## src/periph_defines.svh

```systemverilog
/*
 * Constants of the peripheral bus fabric: address fields, slot counts,
 * GPIO register offsets and the pin routing applied at reset.
 */
`ifndef PERIPH_DEFINES_SVH
`define PERIPH_DEFINES_SVH

// Slots per class and PMOD width
`define PERI_SLOTS 16
`define PERI_PINS 8

// Address bit 10 picks the simple class
`define PERI_SIMPLE_BIT 10

// Lowest address bit of the slot index in each class
`define PERI_USER_LSB 6
`define PERI_SIMPLE_LSB 4

// Fixed user slots
`define PERI_GPIO_SLOT 1
`define PERI_UART_SLOT 2

// Pins 0 up to this count start out on the UART slot
`define PERI_UART_PINS 2

// GPIO register offsets inside its 64-byte slot
`define GPIO_OUT_OFS 6'h00
`define GPIO_IN_OFS 6'h04

`endif
```

## src/periph_pkg.sv

```systemverilog
/*
 * Shared types of the peripheral bus fabric. Modules refer to them
 * by scoped name.
 */
`default_nettype none

package periph_pkg;

    typedef logic [10:0] addr_t;
    typedef logic [31:0] word_t;
    typedef logic [7:0]  byte_t;
    typedef logic [3:0]  slot_t;
    typedef logic [5:0]  reg_ofs_t;

    // Size code of a core access where all ones means no access
    typedef enum logic [1:0] {
        ACC_BYTE = 2'b00,
        ACC_HALF = 2'b01,
        ACC_WORD = 2'b10,
        ACC_NONE = 2'b11
    } access_e;

    // Source of one output pin
    typedef struct packed {
        logic  is_simple;
        slot_t slot;
    } func_sel_t;

    typedef struct packed {
        access_e write_n;
        access_e read_n;
    } user_req_t;

    typedef struct packed {
        word_t data;
        logic  ready;
        byte_t pins;
    } user_rsp_t;

    typedef struct packed {
        byte_t data;
        byte_t pins;
    } simple_rsp_t;

    typedef enum logic {
        RD_IDLE,
        RD_HOLD
    } rd_state_e;

endpackage

`default_nettype wire

```

## src/periph_hub.sv

```systemverilog
/*
 * Top of the peripheral bus fabric. External peripherals attach through
 * the user and simple slot arrays; user slot 1 is the built-in GPIO.
 */
`timescale 1ns/1ps
`default_nettype none
`include "periph_defines.svh"

module periph_hub (
    input  wire                          clk,
    input  wire                          rst_n,
    input  wire periph_pkg::byte_t       i_ui_in,
    input  wire periph_pkg::addr_t       i_addr,
    input  wire periph_pkg::word_t       i_data,
    input  wire periph_pkg::access_e     i_data_write_n,
    input  wire periph_pkg::access_e     i_data_read_n,
    input  wire                          i_data_read_complete,
    input  wire periph_pkg::user_rsp_t   i_user_rsp [`PERI_SLOTS],
    input  wire periph_pkg::simple_rsp_t i_simple_rsp [`PERI_SLOTS],
    output periph_pkg::user_req_t        o_user_req [`PERI_SLOTS],
    output logic [`PERI_SLOTS-1:0]       o_simple_wr,
    output periph_pkg::word_t            o_data_out,
    output logic                         o_data_ready,
    output periph_pkg::byte_t            o_uo_out
);

    logic                  ready_q;
    logic                  slot_ready;
    periph_pkg::word_t     slot_data;
    periph_pkg::user_req_t gpio_req;
    periph_pkg::user_rsp_t gpio_rsp;
    periph_pkg::func_sel_t func_sel [`PERI_PINS];

    periph_read_resp u_read_resp (
        .i_clk                (clk),
        .i_rst_n              (rst_n),
        .i_read_n             (i_data_read_n),
        .i_write_n            (i_data_write_n),
        .i_slot_data          (slot_data),
        .i_slot_ready         (slot_ready),
        .i_data_read_complete (i_data_read_complete),
        .o_data_out           (o_data_out),
        .o_data_ready         (o_data_ready),
        .o_ready_q            (ready_q)
    );

    periph_bus_decode u_decode (
        .i_addr       (i_addr),
        .i_write_n    (i_data_write_n),
        .i_read_n     (i_data_read_n),
        .i_ready_q    (ready_q),
        .i_gpio_rsp   (gpio_rsp),
        .i_user_rsp   (i_user_rsp),
        .i_simple_rsp (i_simple_rsp),
        .o_user_req   (o_user_req),
        .o_simple_wr  (o_simple_wr),
        .o_gpio_req   (gpio_req),
        .o_slot_data  (slot_data),
        .o_slot_ready (slot_ready)
    );

    // GPIO only sees the offset within its slot and the low data byte
    gpio_regs u_gpio (
        .clk        (clk),
        .rst_n      (rst_n),
        .i_ofs      (i_addr[5:0]),
        .i_data     (i_data[7:0]),
        .i_req      (gpio_req),
        .i_ui_in    (i_ui_in),
        .o_rsp      (gpio_rsp),
        .o_func_sel (func_sel)
    );

    pin_func_mux u_pin_mux (
        .i_func_sel   (func_sel),
        .i_gpio_pins  (gpio_rsp.pins),
        .i_user_rsp   (i_user_rsp),
        .i_simple_rsp (i_simple_rsp),
        .o_uo_out     (o_uo_out)
    );

endmodule

`default_nettype wire

```

## src/pin_func_mux.sv

```systemverilog
/*
 * Output PMOD mux. Each pin takes its own bit from the pins of the slot
 * named by that pin's function select.
 */
`timescale 1ns/1ps
`default_nettype none
`include "periph_defines.svh"

module pin_func_mux (
    input  wire periph_pkg::func_sel_t   i_func_sel [`PERI_PINS],
    input  wire periph_pkg::byte_t       i_gpio_pins,
    input  wire periph_pkg::user_rsp_t   i_user_rsp [`PERI_SLOTS],
    input  wire periph_pkg::simple_rsp_t i_simple_rsp [`PERI_SLOTS],
    output periph_pkg::byte_t            o_uo_out
);

    always_comb begin
        periph_pkg::func_sel_t sel;

        for (int p = 0; p < `PERI_PINS; p++) begin
            sel = i_func_sel[p];
            if (sel.is_simple) begin
                o_uo_out[p] = i_simple_rsp[sel.slot].pins[p];
            end else if (sel.slot == periph_pkg::slot_t'(0)) begin
                // Reserved slot drives nothing
                o_uo_out[p] = 1'b0;
            end else if (sel.slot == periph_pkg::slot_t'(`PERI_GPIO_SLOT)) begin
                o_uo_out[p] = i_gpio_pins[p];
            end else begin
                o_uo_out[p] = i_user_rsp[sel.slot].pins[p];
            end
        end
    end

endmodule

`default_nettype wire

```

## src/gpio_regs.sv

```systemverilog
/*
 * Built-in GPIO slot: output register, input readback and the eight
 * pin function selects that feed the output pin mux.
 */
`timescale 1ns/1ps
`default_nettype none
`include "periph_defines.svh"

module gpio_regs (
    input  wire                        clk,
    input  wire                        rst_n,
    input  wire periph_pkg::reg_ofs_t  i_ofs,
    input  wire periph_pkg::byte_t     i_data,
    input  wire periph_pkg::user_req_t i_req,
    input  wire periph_pkg::byte_t     i_ui_in,
    output periph_pkg::user_rsp_t      o_rsp,
    output periph_pkg::func_sel_t      o_func_sel [`PERI_PINS]
);

    periph_pkg::byte_t gpio_out;
    periph_pkg::word_t rd_data;
    logic              wr_en;
    logic              sel_hit;
    logic [2:0]        sel_idx;

    // Request only arrives when this slot is addressed
    assign wr_en = (i_req.write_n != periph_pkg::ACC_NONE);

    // One function select word per pin from 0x20 to 0x3c
    assign sel_hit = i_ofs[5] && (i_ofs[1:0] == 2'b00);
    assign sel_idx = i_ofs[4:2];

    always_ff @(posedge clk) begin
        if (!rst_n) begin
            gpio_out <= '0;
        end else if (wr_en && i_ofs == `GPIO_OUT_OFS) begin
            gpio_out <= i_data;
        end
    end

    always_ff @(posedge clk) begin
        if (!rst_n) begin
            for (int p = 0; p < `PERI_PINS; p++) begin
                // Low pins start on the UART, the rest on GPIO
                if (p < `PERI_UART_PINS) begin
                    o_func_sel[p] <= '{is_simple: 1'b0,
                                       slot: periph_pkg::slot_t'(`PERI_UART_SLOT)};
                end else begin
                    o_func_sel[p] <= '{is_simple: 1'b0,
                                       slot: periph_pkg::slot_t'(`PERI_GPIO_SLOT)};
                end
            end
        end else if (wr_en && sel_hit) begin
            o_func_sel[sel_idx] <= periph_pkg::func_sel_t'(i_data[4:0]);
        end
    end

    // Readback
    always_comb begin
        rd_data = '0;
        if (i_ofs == `GPIO_OUT_OFS) begin
            rd_data = {24'h0, gpio_out};
        end else if (i_ofs == `GPIO_IN_OFS) begin
            rd_data = {24'h0, i_ui_in};
        end else if (sel_hit) begin
            rd_data = {27'h0, o_func_sel[sel_idx]};
        end
    end

    assign o_rsp = '{data: rd_data, ready: 1'b1, pins: gpio_out};

endmodule

`default_nettype wire

```

## src/periph_bus_decode.sv

```systemverilog
/*
 * Address decode for 16 user and 16 simple slots. Steers the core's
 * strobes to the selected slot and muxes back its data and ready.
 */
`timescale 1ns/1ps
`default_nettype none
`include "periph_defines.svh"

module periph_bus_decode (
    input  wire periph_pkg::addr_t       i_addr,
    input  wire periph_pkg::access_e     i_write_n,
    input  wire periph_pkg::access_e     i_read_n,
    input  wire                          i_ready_q,
    input  wire periph_pkg::user_rsp_t   i_gpio_rsp,
    input  wire periph_pkg::user_rsp_t   i_user_rsp [`PERI_SLOTS],
    input  wire periph_pkg::simple_rsp_t i_simple_rsp [`PERI_SLOTS],
    output periph_pkg::user_req_t        o_user_req [`PERI_SLOTS],
    output logic [`PERI_SLOTS-1:0]       o_simple_wr,
    output periph_pkg::user_req_t        o_gpio_req,
    output periph_pkg::word_t            o_slot_data,
    output logic                         o_slot_ready
);

    logic                is_simple;
    logic                wr_active;
    periph_pkg::slot_t   user_sel;
    periph_pkg::slot_t   simple_sel;
    periph_pkg::access_e read_masked;

    assign is_simple  = i_addr[`PERI_SIMPLE_BIT];
    assign user_sel   = i_addr[`PERI_USER_LSB +: 4];
    assign simple_sel = i_addr[`PERI_SIMPLE_LSB +: 4];
    assign wr_active  = (i_write_n != periph_pkg::ACC_NONE);

    // No second read reaches a slot while its result is still buffered
    assign read_masked = i_ready_q ? periph_pkg::ACC_NONE : i_read_n;

    always_comb begin
        for (int s = 0; s < `PERI_SLOTS; s++) begin
            o_user_req[s] = '{write_n: periph_pkg::ACC_NONE, read_n: periph_pkg::ACC_NONE};
            o_simple_wr[s] = 1'b0;
        end

        if (is_simple) begin
            o_simple_wr[simple_sel] = wr_active;
        end else begin
            o_user_req[user_sel] = '{write_n: i_write_n, read_n: read_masked};
        end
    end

    assign o_gpio_req = o_user_req[`PERI_GPIO_SLOT];

    // Response mux
    always_comb begin
        if (is_simple) begin
            // Byte-wide slots that are always ready
            o_slot_data  = {24'h0, i_simple_rsp[simple_sel].data};
            o_slot_ready = 1'b1;
        end else if (user_sel == periph_pkg::slot_t'(0)) begin
            // Reserved slot never answers
            o_slot_data  = '0;
            o_slot_ready = 1'b0;
        end else if (user_sel == periph_pkg::slot_t'(`PERI_GPIO_SLOT)) begin
            o_slot_data  = i_gpio_rsp.data;
            o_slot_ready = i_gpio_rsp.ready;
        end else begin
            o_slot_data  = i_user_rsp[user_sel].data;
            o_slot_ready = i_user_rsp[user_sel].ready;
        end
    end

endmodule

`default_nettype wire

```

## src/periph_read_resp.sv

```systemverilog
/*
 * Registered read response towards the core. Captures the selected slot's
 * data once it is ready and holds it until the core ends the read.
 */
`timescale 1ns/1ps
`default_nettype none

module periph_read_resp (
    input  wire                  i_clk,
    input  wire                  i_rst_n,
    input  wire periph_pkg::access_e i_read_n,
    input  wire periph_pkg::access_e i_write_n,
    input  wire periph_pkg::word_t   i_slot_data,
    input  wire                  i_slot_ready,
    input  wire                  i_data_read_complete,
    output periph_pkg::word_t    o_data_out,
    output logic                 o_data_ready,
    output logic                 o_ready_q
);

    periph_pkg::rd_state_e state;
    periph_pkg::rd_state_e state_nxt;
    periph_pkg::word_t     data_q;
    logic                  read_req;
    logic                  capture;

    assign read_req = (i_read_n != periph_pkg::ACC_NONE);

    // Take new data only when nothing is held yet
    assign capture = (state == periph_pkg::RD_IDLE) && read_req && i_slot_ready;

    always_comb begin
        state_nxt = state;
        if (capture) begin
            state_nxt = periph_pkg::RD_HOLD;
        end else if (i_data_read_complete) begin
            state_nxt = periph_pkg::RD_IDLE;
        end
    end

    always_ff @(posedge i_clk) begin
        if (!i_rst_n) begin
            state     <= periph_pkg::RD_IDLE;
            o_ready_q <= 1'b0;
        end else begin
            state     <= state_nxt;
            // Ready is registered to line up with the registered data
            o_ready_q <= read_req && i_slot_ready;
        end
    end

    always_ff @(posedge i_clk) begin
        if (capture) begin
            data_q <= i_slot_data;
        end
    end

    assign o_data_out = data_q;

    // Writes complete in the cycle they are issued
    assign o_data_ready = o_ready_q || (i_write_n != periph_pkg::ACC_NONE);

endmodule

`default_nettype wire

```

## config.mk

```make
export PLATFORM = sky130hd
export DESIGN_NAME = periph_hub
export DESIGN_NICKNAME = d
export VERILOG_FILES = /design/src/periph_pkg.sv /design/src/periph_hub.sv /design/src/pin_func_mux.sv /design/src/gpio_regs.sv /design/src/periph_bus_decode.sv /design/src/periph_read_resp.sv
export VERILOG_INCLUDE_DIRS = /design/src
export SDC_FILE = /design/constraint.sdc
export NUM_CORES = 1
export LEC_CHECK = 0
export BUFFER_PORTS_ARGS = -buffer_cell sky130_fd_sc_hd__buf_2
export CORE_AREA = 2 2 430 432
export CTS_CLUSTER_SIZE = 40
export DETAILED_ROUTE_END_ITERATION = 6
export DIE_AREA = 0 0 432 434
export GPL_TIMING_DRIVEN = 0
export HOLD_SLACK_MARGIN = 0.03
export PLACE_DENSITY = 0.31
export SETUP_SLACK_MARGIN = 0.3
export SYNTH_ARGS = -nofsm -noshare
export SYNTH_HDL_FRONTEND = slang
export SYNTH_SLANG_ARGS = --single-unit
```

## constraint.sdc

```tcl
create_clock -name clk -period 5.6 [get_ports clk]
set_input_delay 0.84 -clock clk [delete_from_list [all_inputs] [get_ports clk]]
set_output_delay 0.84 -clock clk [all_outputs]
set_load 0.02 [all_outputs]
```

After elaboration in Yosys (flattened, before gate mapping)
Index checks and enable logic that the tools add are counted.
Widths: inputs -> output; s select.
{"block": "word_totals", "regBits": 82, "latch_bits": 0, "mem_bits_rw": 0, "mem_bits_ro": 0, "wordCells": 189, "mem_count": 0}
{"block": "op_classes", "addsub": 0, "n_mul": 0, "n_div": 0, "order_cmp": 15, "n_eq_ne": 13, "shift": 0, "muxes": 102, "n_bitwise": 15, "n_reduce_logical": 23}
{"op": "$bmux 41 s4", "n": 9}
{"op": "$bmux 16 s4", "n": 9}
{"op": "$mux 32", "n": 3}
{"op": "$mux 41", "n": 2}
{"op": "$mux 64", "n": 1}
{"op": "$not 64->64", "n": 1}
{"op": "$or 64x64->64", "n": 1}
{"op": "$ge 5x5->1 const B", "n": 10}
{"op": "$not 4->5", "n": 10}
{"op": "$mux 16", "n": 3}
{"op": "$mux 8", "n": 6}
{"op": "$bwmux 40", "n": 1}
{"op": "$mux 5", "n": 8}
{"op": "$eq 4x1->1 const B", "n": 9}
{"op": "$logic_not 4->1", "n": 9}
{"op": "$mux 1", "n": 34}
{"op": "$mux 7", "n": 4}
{"op": "$mux 6", "n": 4}
{"op": "$mux 4", "n": 5}
{"op": "$and 16x16->16", "n": 1}
{"op": "$demux 4 s4", "n": 1}
{"op": "$bmux 5 s3", "n": 1}
{"op": "$demux 5 s3", "n": 1}
{"op": "$mux 3", "n": 4}
{"op": "other kinds (17)", "n": 31}

Longest topological paths before layout
{"block": "depth", "depth_word": 10, "mapped_depth": 9}

Cells and area by module
From an unflattened synthesis, not the netlist that was laid out.
{"block": "hier_totals", "hier_cells": 1443, "area_unflattened_um2": 12759.7}
{"mod": "periph_bus_decode", "instances": 1, "cells_per_inst": 732, "area_each_um2": 6177.2, "seq_area_each_um2": 0.0}
{"mod": "gpio_regs", "instances": 1, "cells_per_inst": 323, "area_each_um2": 2926.6, "seq_area_each_um2": 960.9}
{"mod": "pin_func_mux", "instances": 1, "cells_per_inst": 347, "area_each_um2": 2601.2, "seq_area_each_um2": 0.0}
{"mod": "periph_read_resp", "instances": 1, "cells_per_inst": 41, "area_each_um2": 1054.8, "seq_area_each_um2": 1001.0}

Least setup slack after synthesis
No wires, ideal clock.
{"block": "synth_timing", "path_type": "input-to-reg", "startpoint": "input port i_addr[6]", "endpoint": "register u_read_resp.data_q[0], in the netlist u_read_resp.o_data_out[0] (enable)", "setup_time_ps": 477, "arrival_time_ps": 4329, "slack_ps": 794, "cell_stages": 8, "path_cell_list": "buf_2 buf_6 buf_6 buf_6 nor2b_1 a22oi_1 nand3_1 a221oi_1"}
{"block": "synth_via", "elab_chain_len": 8, "elab_cells_between_ends": 10, "cone_classes": "eq/ne: 1; mux: 6; bitwise: 1; reduce/logical: 2"}
{"element": "from (decl)", "line": "periph_hub.sv:13", "rtl": "input wire periph_pkg::addr_t i_addr,"}
{"element": "$not 4->5 (implied by the code)", "line": "periph_bus_decode.sv:68", "rtl": "o_slot_ready = i_user_rsp[user_sel].ready;"}
{"element": "$bmux 41 s4", "line": "periph_bus_decode.sv:68"}
{"element": "$mux 41 (2 in a row)"}
{"element": "$mux 1", "line": "periph_bus_decode.sv:63", "rtl": "end else if (user_sel == periph_pkg::slot_t'(`PERI_GPIO_SLOT)) begin"}
{"element": "$mux 1 (*)", "line": "periph_bus_decode.sv:59", "rtl": "end else if (user_sel == periph_pkg::slot_t'(0)) begin"}
{"element": "$mux 1 (*)", "line": "periph_bus_decode.sv:55", "rtl": "if (is_simple) begin"}
{"element": "$logic_and 1x1->1 (*)", "line": "periph_read_resp.sv:30", "rtl": "assign capture = (state == periph_pkg::RD_IDLE) && read_req && i_slot_ready;"}
{"element": "net u_read_resp.capture", "line": "periph_read_resp.sv:25", "rtl": "logic capture;"}
{"element": "to (signal assigned)", "line": "periph_read_resp.sv:54", "rtl": "data_q <= i_slot_data;"}
{"element": "to (decl)", "line": "periph_read_resp.sv:23", "rtl": "periph_pkg::word_t data_q;"}
Mark *: on every way through the listed nets, which the timed path passes. The rest lies on a longest branch. The select of a mux whose other input is x is not followed.
A chain may end at the register's enable or synchronous reset.

==> run_results.csv <==
group,metric,value,unit
logic_synthesis,synth_cell_type_count,45,
timing,hold_viol_final,0,
floorplanning,placementRows,157,
layout,area_growth,78.5,%
floorplanning,dieArea,0.187,mm2
critical_path,crit_type,"input port to output pin",
critical_path,cp.arrival,4.23,ns
critical_path,start_kind,"input port",
timing,fmax,197,MHz
clock_tree,htreeDepth,3,
clock_tree,numCtsBuffers,9,
logic_synthesis,seq_area_frac_synth,0.177,
layout,regArea,0.00196,mm2
placement,post-dp-hpwl,118000,um
timing,relSlewSlack,0.105,
layout,stdcell_area,0.0198,mm2
timing,worst_pin_slew,1.34,ns
clock_tree,cts.path.max_buffers,2,
power,powerDensity,134,mW/mm2
route,via_count,13900,
run,drv_cap,0,
route,avgRoutedWirePerCell,29.8,um
clock_tree,clock_latency,0.39,ns
logic_synthesis,async_flop_share,0,
logic_synthesis,synth_cells,882,
grt,overflow,0,
layout,final_common_cell,"buf_2",
logic_synthesis,ys_ff_latch,82,
grt,grt_max_degree,20,
timing,slew_viol_final,0,
critical_path,crit_fanout,10,
clock_tree,clk_pin_slew,0.09,ns
placement,port_buffers,1031,
grt,grt_antenna_before_repair,133,
outcome,status,"finished, final reports clean",
layout,fill_cells,21100,
grt,grt_pass1_wl,159000,um
clock_tree,cts_resized,1,
clock_tree,cts_hold_buf,0,
floorplanning,ios,1091,
grt,grt_use_total,0.133,
grt,grt_pass1_vias,14400,
floorplanning,die_h,434,um
layout,drive_gt1_frac,0.722,
logic_synthesis,syn-num-nets,1852,
power,max-vdd-ir-drop,119,uV
critical_path,cp-end-kind,"output pin",
timing,setup_viol,0,
layout,final_cell_mix,"1068 x buf_2, 255 x mux4_2, 80 x nand2_1",
clock_tree,cts_tree,"done",
layout,multi_input_area,0.00866,mm2
timing,fin_crit,5.07,ns
clock_tree,post_cts_buffers,0,
route,wirelength,129000,um
placement,place.gp.congestion,0.888,
logic_synthesis,yosys_warnings,0,
clock_tree,clkSinkCount,82,
route,remaining_drc_errors,0,
worst_hold_path,hold_class,"flop to flop",
clock_tree,clk_root_buffer_cell,"clkbuf_16",
route,dr.pass1.iters,5,
floorplanning,initial_core_util,0.0607,
timing,setup_slack,0.528,ns
timing,min_period_over_period,0.906,
timing,hold_slack,0.554,ns
critical_path,required,4.76,ns
placement,postPlaceCellArea,0.0194,mm2
floorplanning,die-width,432,um
timing,finClkSkew,0.0135,ns
route,drt_iter0_markers,661,
logic_synthesis,synth_ff_type,"dfxtp_1",
logic_synthesis,synth_edf_count,32,
placement,pre_cts_ws,-0.0213,ns
power,p_leak,7.83,nW
route,ant_nets,0,
layout,layout.nets,2903,
timing,grt_setup_unrepaired,"false",
route,viasPerCell,3.20,
logic_synthesis,syn-mean-instance-area,12.6,um2
floorplanning,core-area,0.182,mm2
logic_synthesis,syn_area,0.0111,mm2
[Yosys cell counts, drive strengths merged (2+ instances only)]
| cell | n | area share |
|---|---|---|
| nand2b | 4 | 0.0023 |
| nand3 | 59 | 0.027 |
| o2111ai | 4 | 0.0032 |
| dfxtp | 50 | 0.090 |
| nor4b | 2 | 0.0029 |
| or2 | 3 | 0.0017 |
| a21oi | 4 | 0.0018 |
| nor2b | 59 | 0.033 |
| and2 | 4 | 0.0023 |
| a22oi | 14 | 0.0095 |
| clkbuf | 42 | 0.014 |
| o22ai | 6 | 0.0034 |
| a21boi | 12 | 0.0081 |
| a221oi | 10 | 0.0079 |
| mux2i | 55 | 0.050 |
| nand3b | 3 | 0.0024 |
| nor2 | 31 | 0.011 |
| mux4 | 255 | 0.52 |
| a22o | 10 | 0.0079 |
| o21ai | 28 | 0.013 |
| nor3 | 10 | 0.0065 |
| edfxtp | 32 | 0.087 |
| mux2 | 17 | 0.017 |
| a211oi | 14 | 0.0095 |
| buf | 63 | 0.031 |
| nand2 | 80 | 0.027 |
[area by class of cell]
cell class | count | share of cell area
Antenna cell | 23 | 0.00291
Buffer | 104 | 0.0256
Clock buffer | 9 | 0.0114
Clock inverter | 7 | 0.00411
Multi-Input combinational cell | 695 | 0.438
Sequential cell | 82 | 0.0991
Tap cell | 2385 | 0.151
Timing Repair Buffer | 1041 | 0.268
[power by group]
group	internal (W)	switching [W]	total, W
registers	0.000663	0.0000149	0.000678
clock network	0.000356	0.000359	0.000715
logic	0.000590	0.000679	0.00127
total	0.00161	0.00105	0.00266
[sequential cells by signal, summed over array words and instances (netlist names)]
| signal | cells |
|---|---|
| u_read_resp.state | 1 |
| u_read_resp.o_data_out | 32 |
| u_read_resp.o_ready_q | 1 |
| u_gpio.o_func_sel | 40 |
| u_gpio.gpio_out | 8 |
[path summary, 6_finish.rpt]
check	start	to	slack, ns	cells past startpoint
worst max-delay path	i_addr[6]	o_user_req[2]	0.53	8
worst min-delay path	u_gpio.o_func_sel[39]$_SDFFE_PN0P_	u_gpio.o_func_sel[39]$_SDFFE_PN0P_	0.55	2
worst max register to register	u_gpio.o_func_sel[9]$_SDFFE_PN0P_	u_read_resp.o_data_out[4]$_DFFE_PP_	3.27	4
worst min register to register	u_gpio.o_func_sel[39]$_SDFFE_PN0P_	u_gpio.o_func_sel[39]$_SDFFE_PN0P_	0.55	2
[per-stage QoR]
| stage | TNS [ns] | total power (W) | std cells | util |
|---|---|---|---|---|
| 6_report | 0 | 0.00266 | 4346 | 0.108 |
| 5_1_grt | 0 | 0.00283 | 4331 | 0.108 |
| 4_1_cts | 0 | 0.00276 | 4323 | 0.108 |
| 3_5_place_dp | -0.0269 | 0.00200 | 4308 | 0.106 |
| 3_3_place_gp | -146.95 | 0.00198 | 4298 | 0.105 |
| 2_1_floorplan | 0 | 0.00121 | 882 | - |
[routing by layer]
metal | wire length [um] | global-route usage | share of wire
met5 | 667 | 0 | 0.0052
met4 | 2230 | 0.0230 | 0.017
met3 | 12200 | 0.0520 | 0.094
met2 | 63300 | 0.227 | 0.49
met1 | 51100 | 0.158 | 0.39
[logic make-up after synthesis]
group	count (synthesis)	share of synthesized area
AND/OR/NAND/NOR	261	0.123
multiplexers	327	0.585
flip-flops	82	0.177
AO/OA/AOI/OAI	107	0.0687
buffers and inverters	105	0.0457
[critical path: stages]
cell and delay, ns:
buf_2 0.21, and2_1 0.16, clkbuf_1 0.72, buf_1 0.93, buf_1 0.72, buf_16 0.23, nand3_1 0.12, buf_2 0.25
Power figures use the tool's default switching activity.
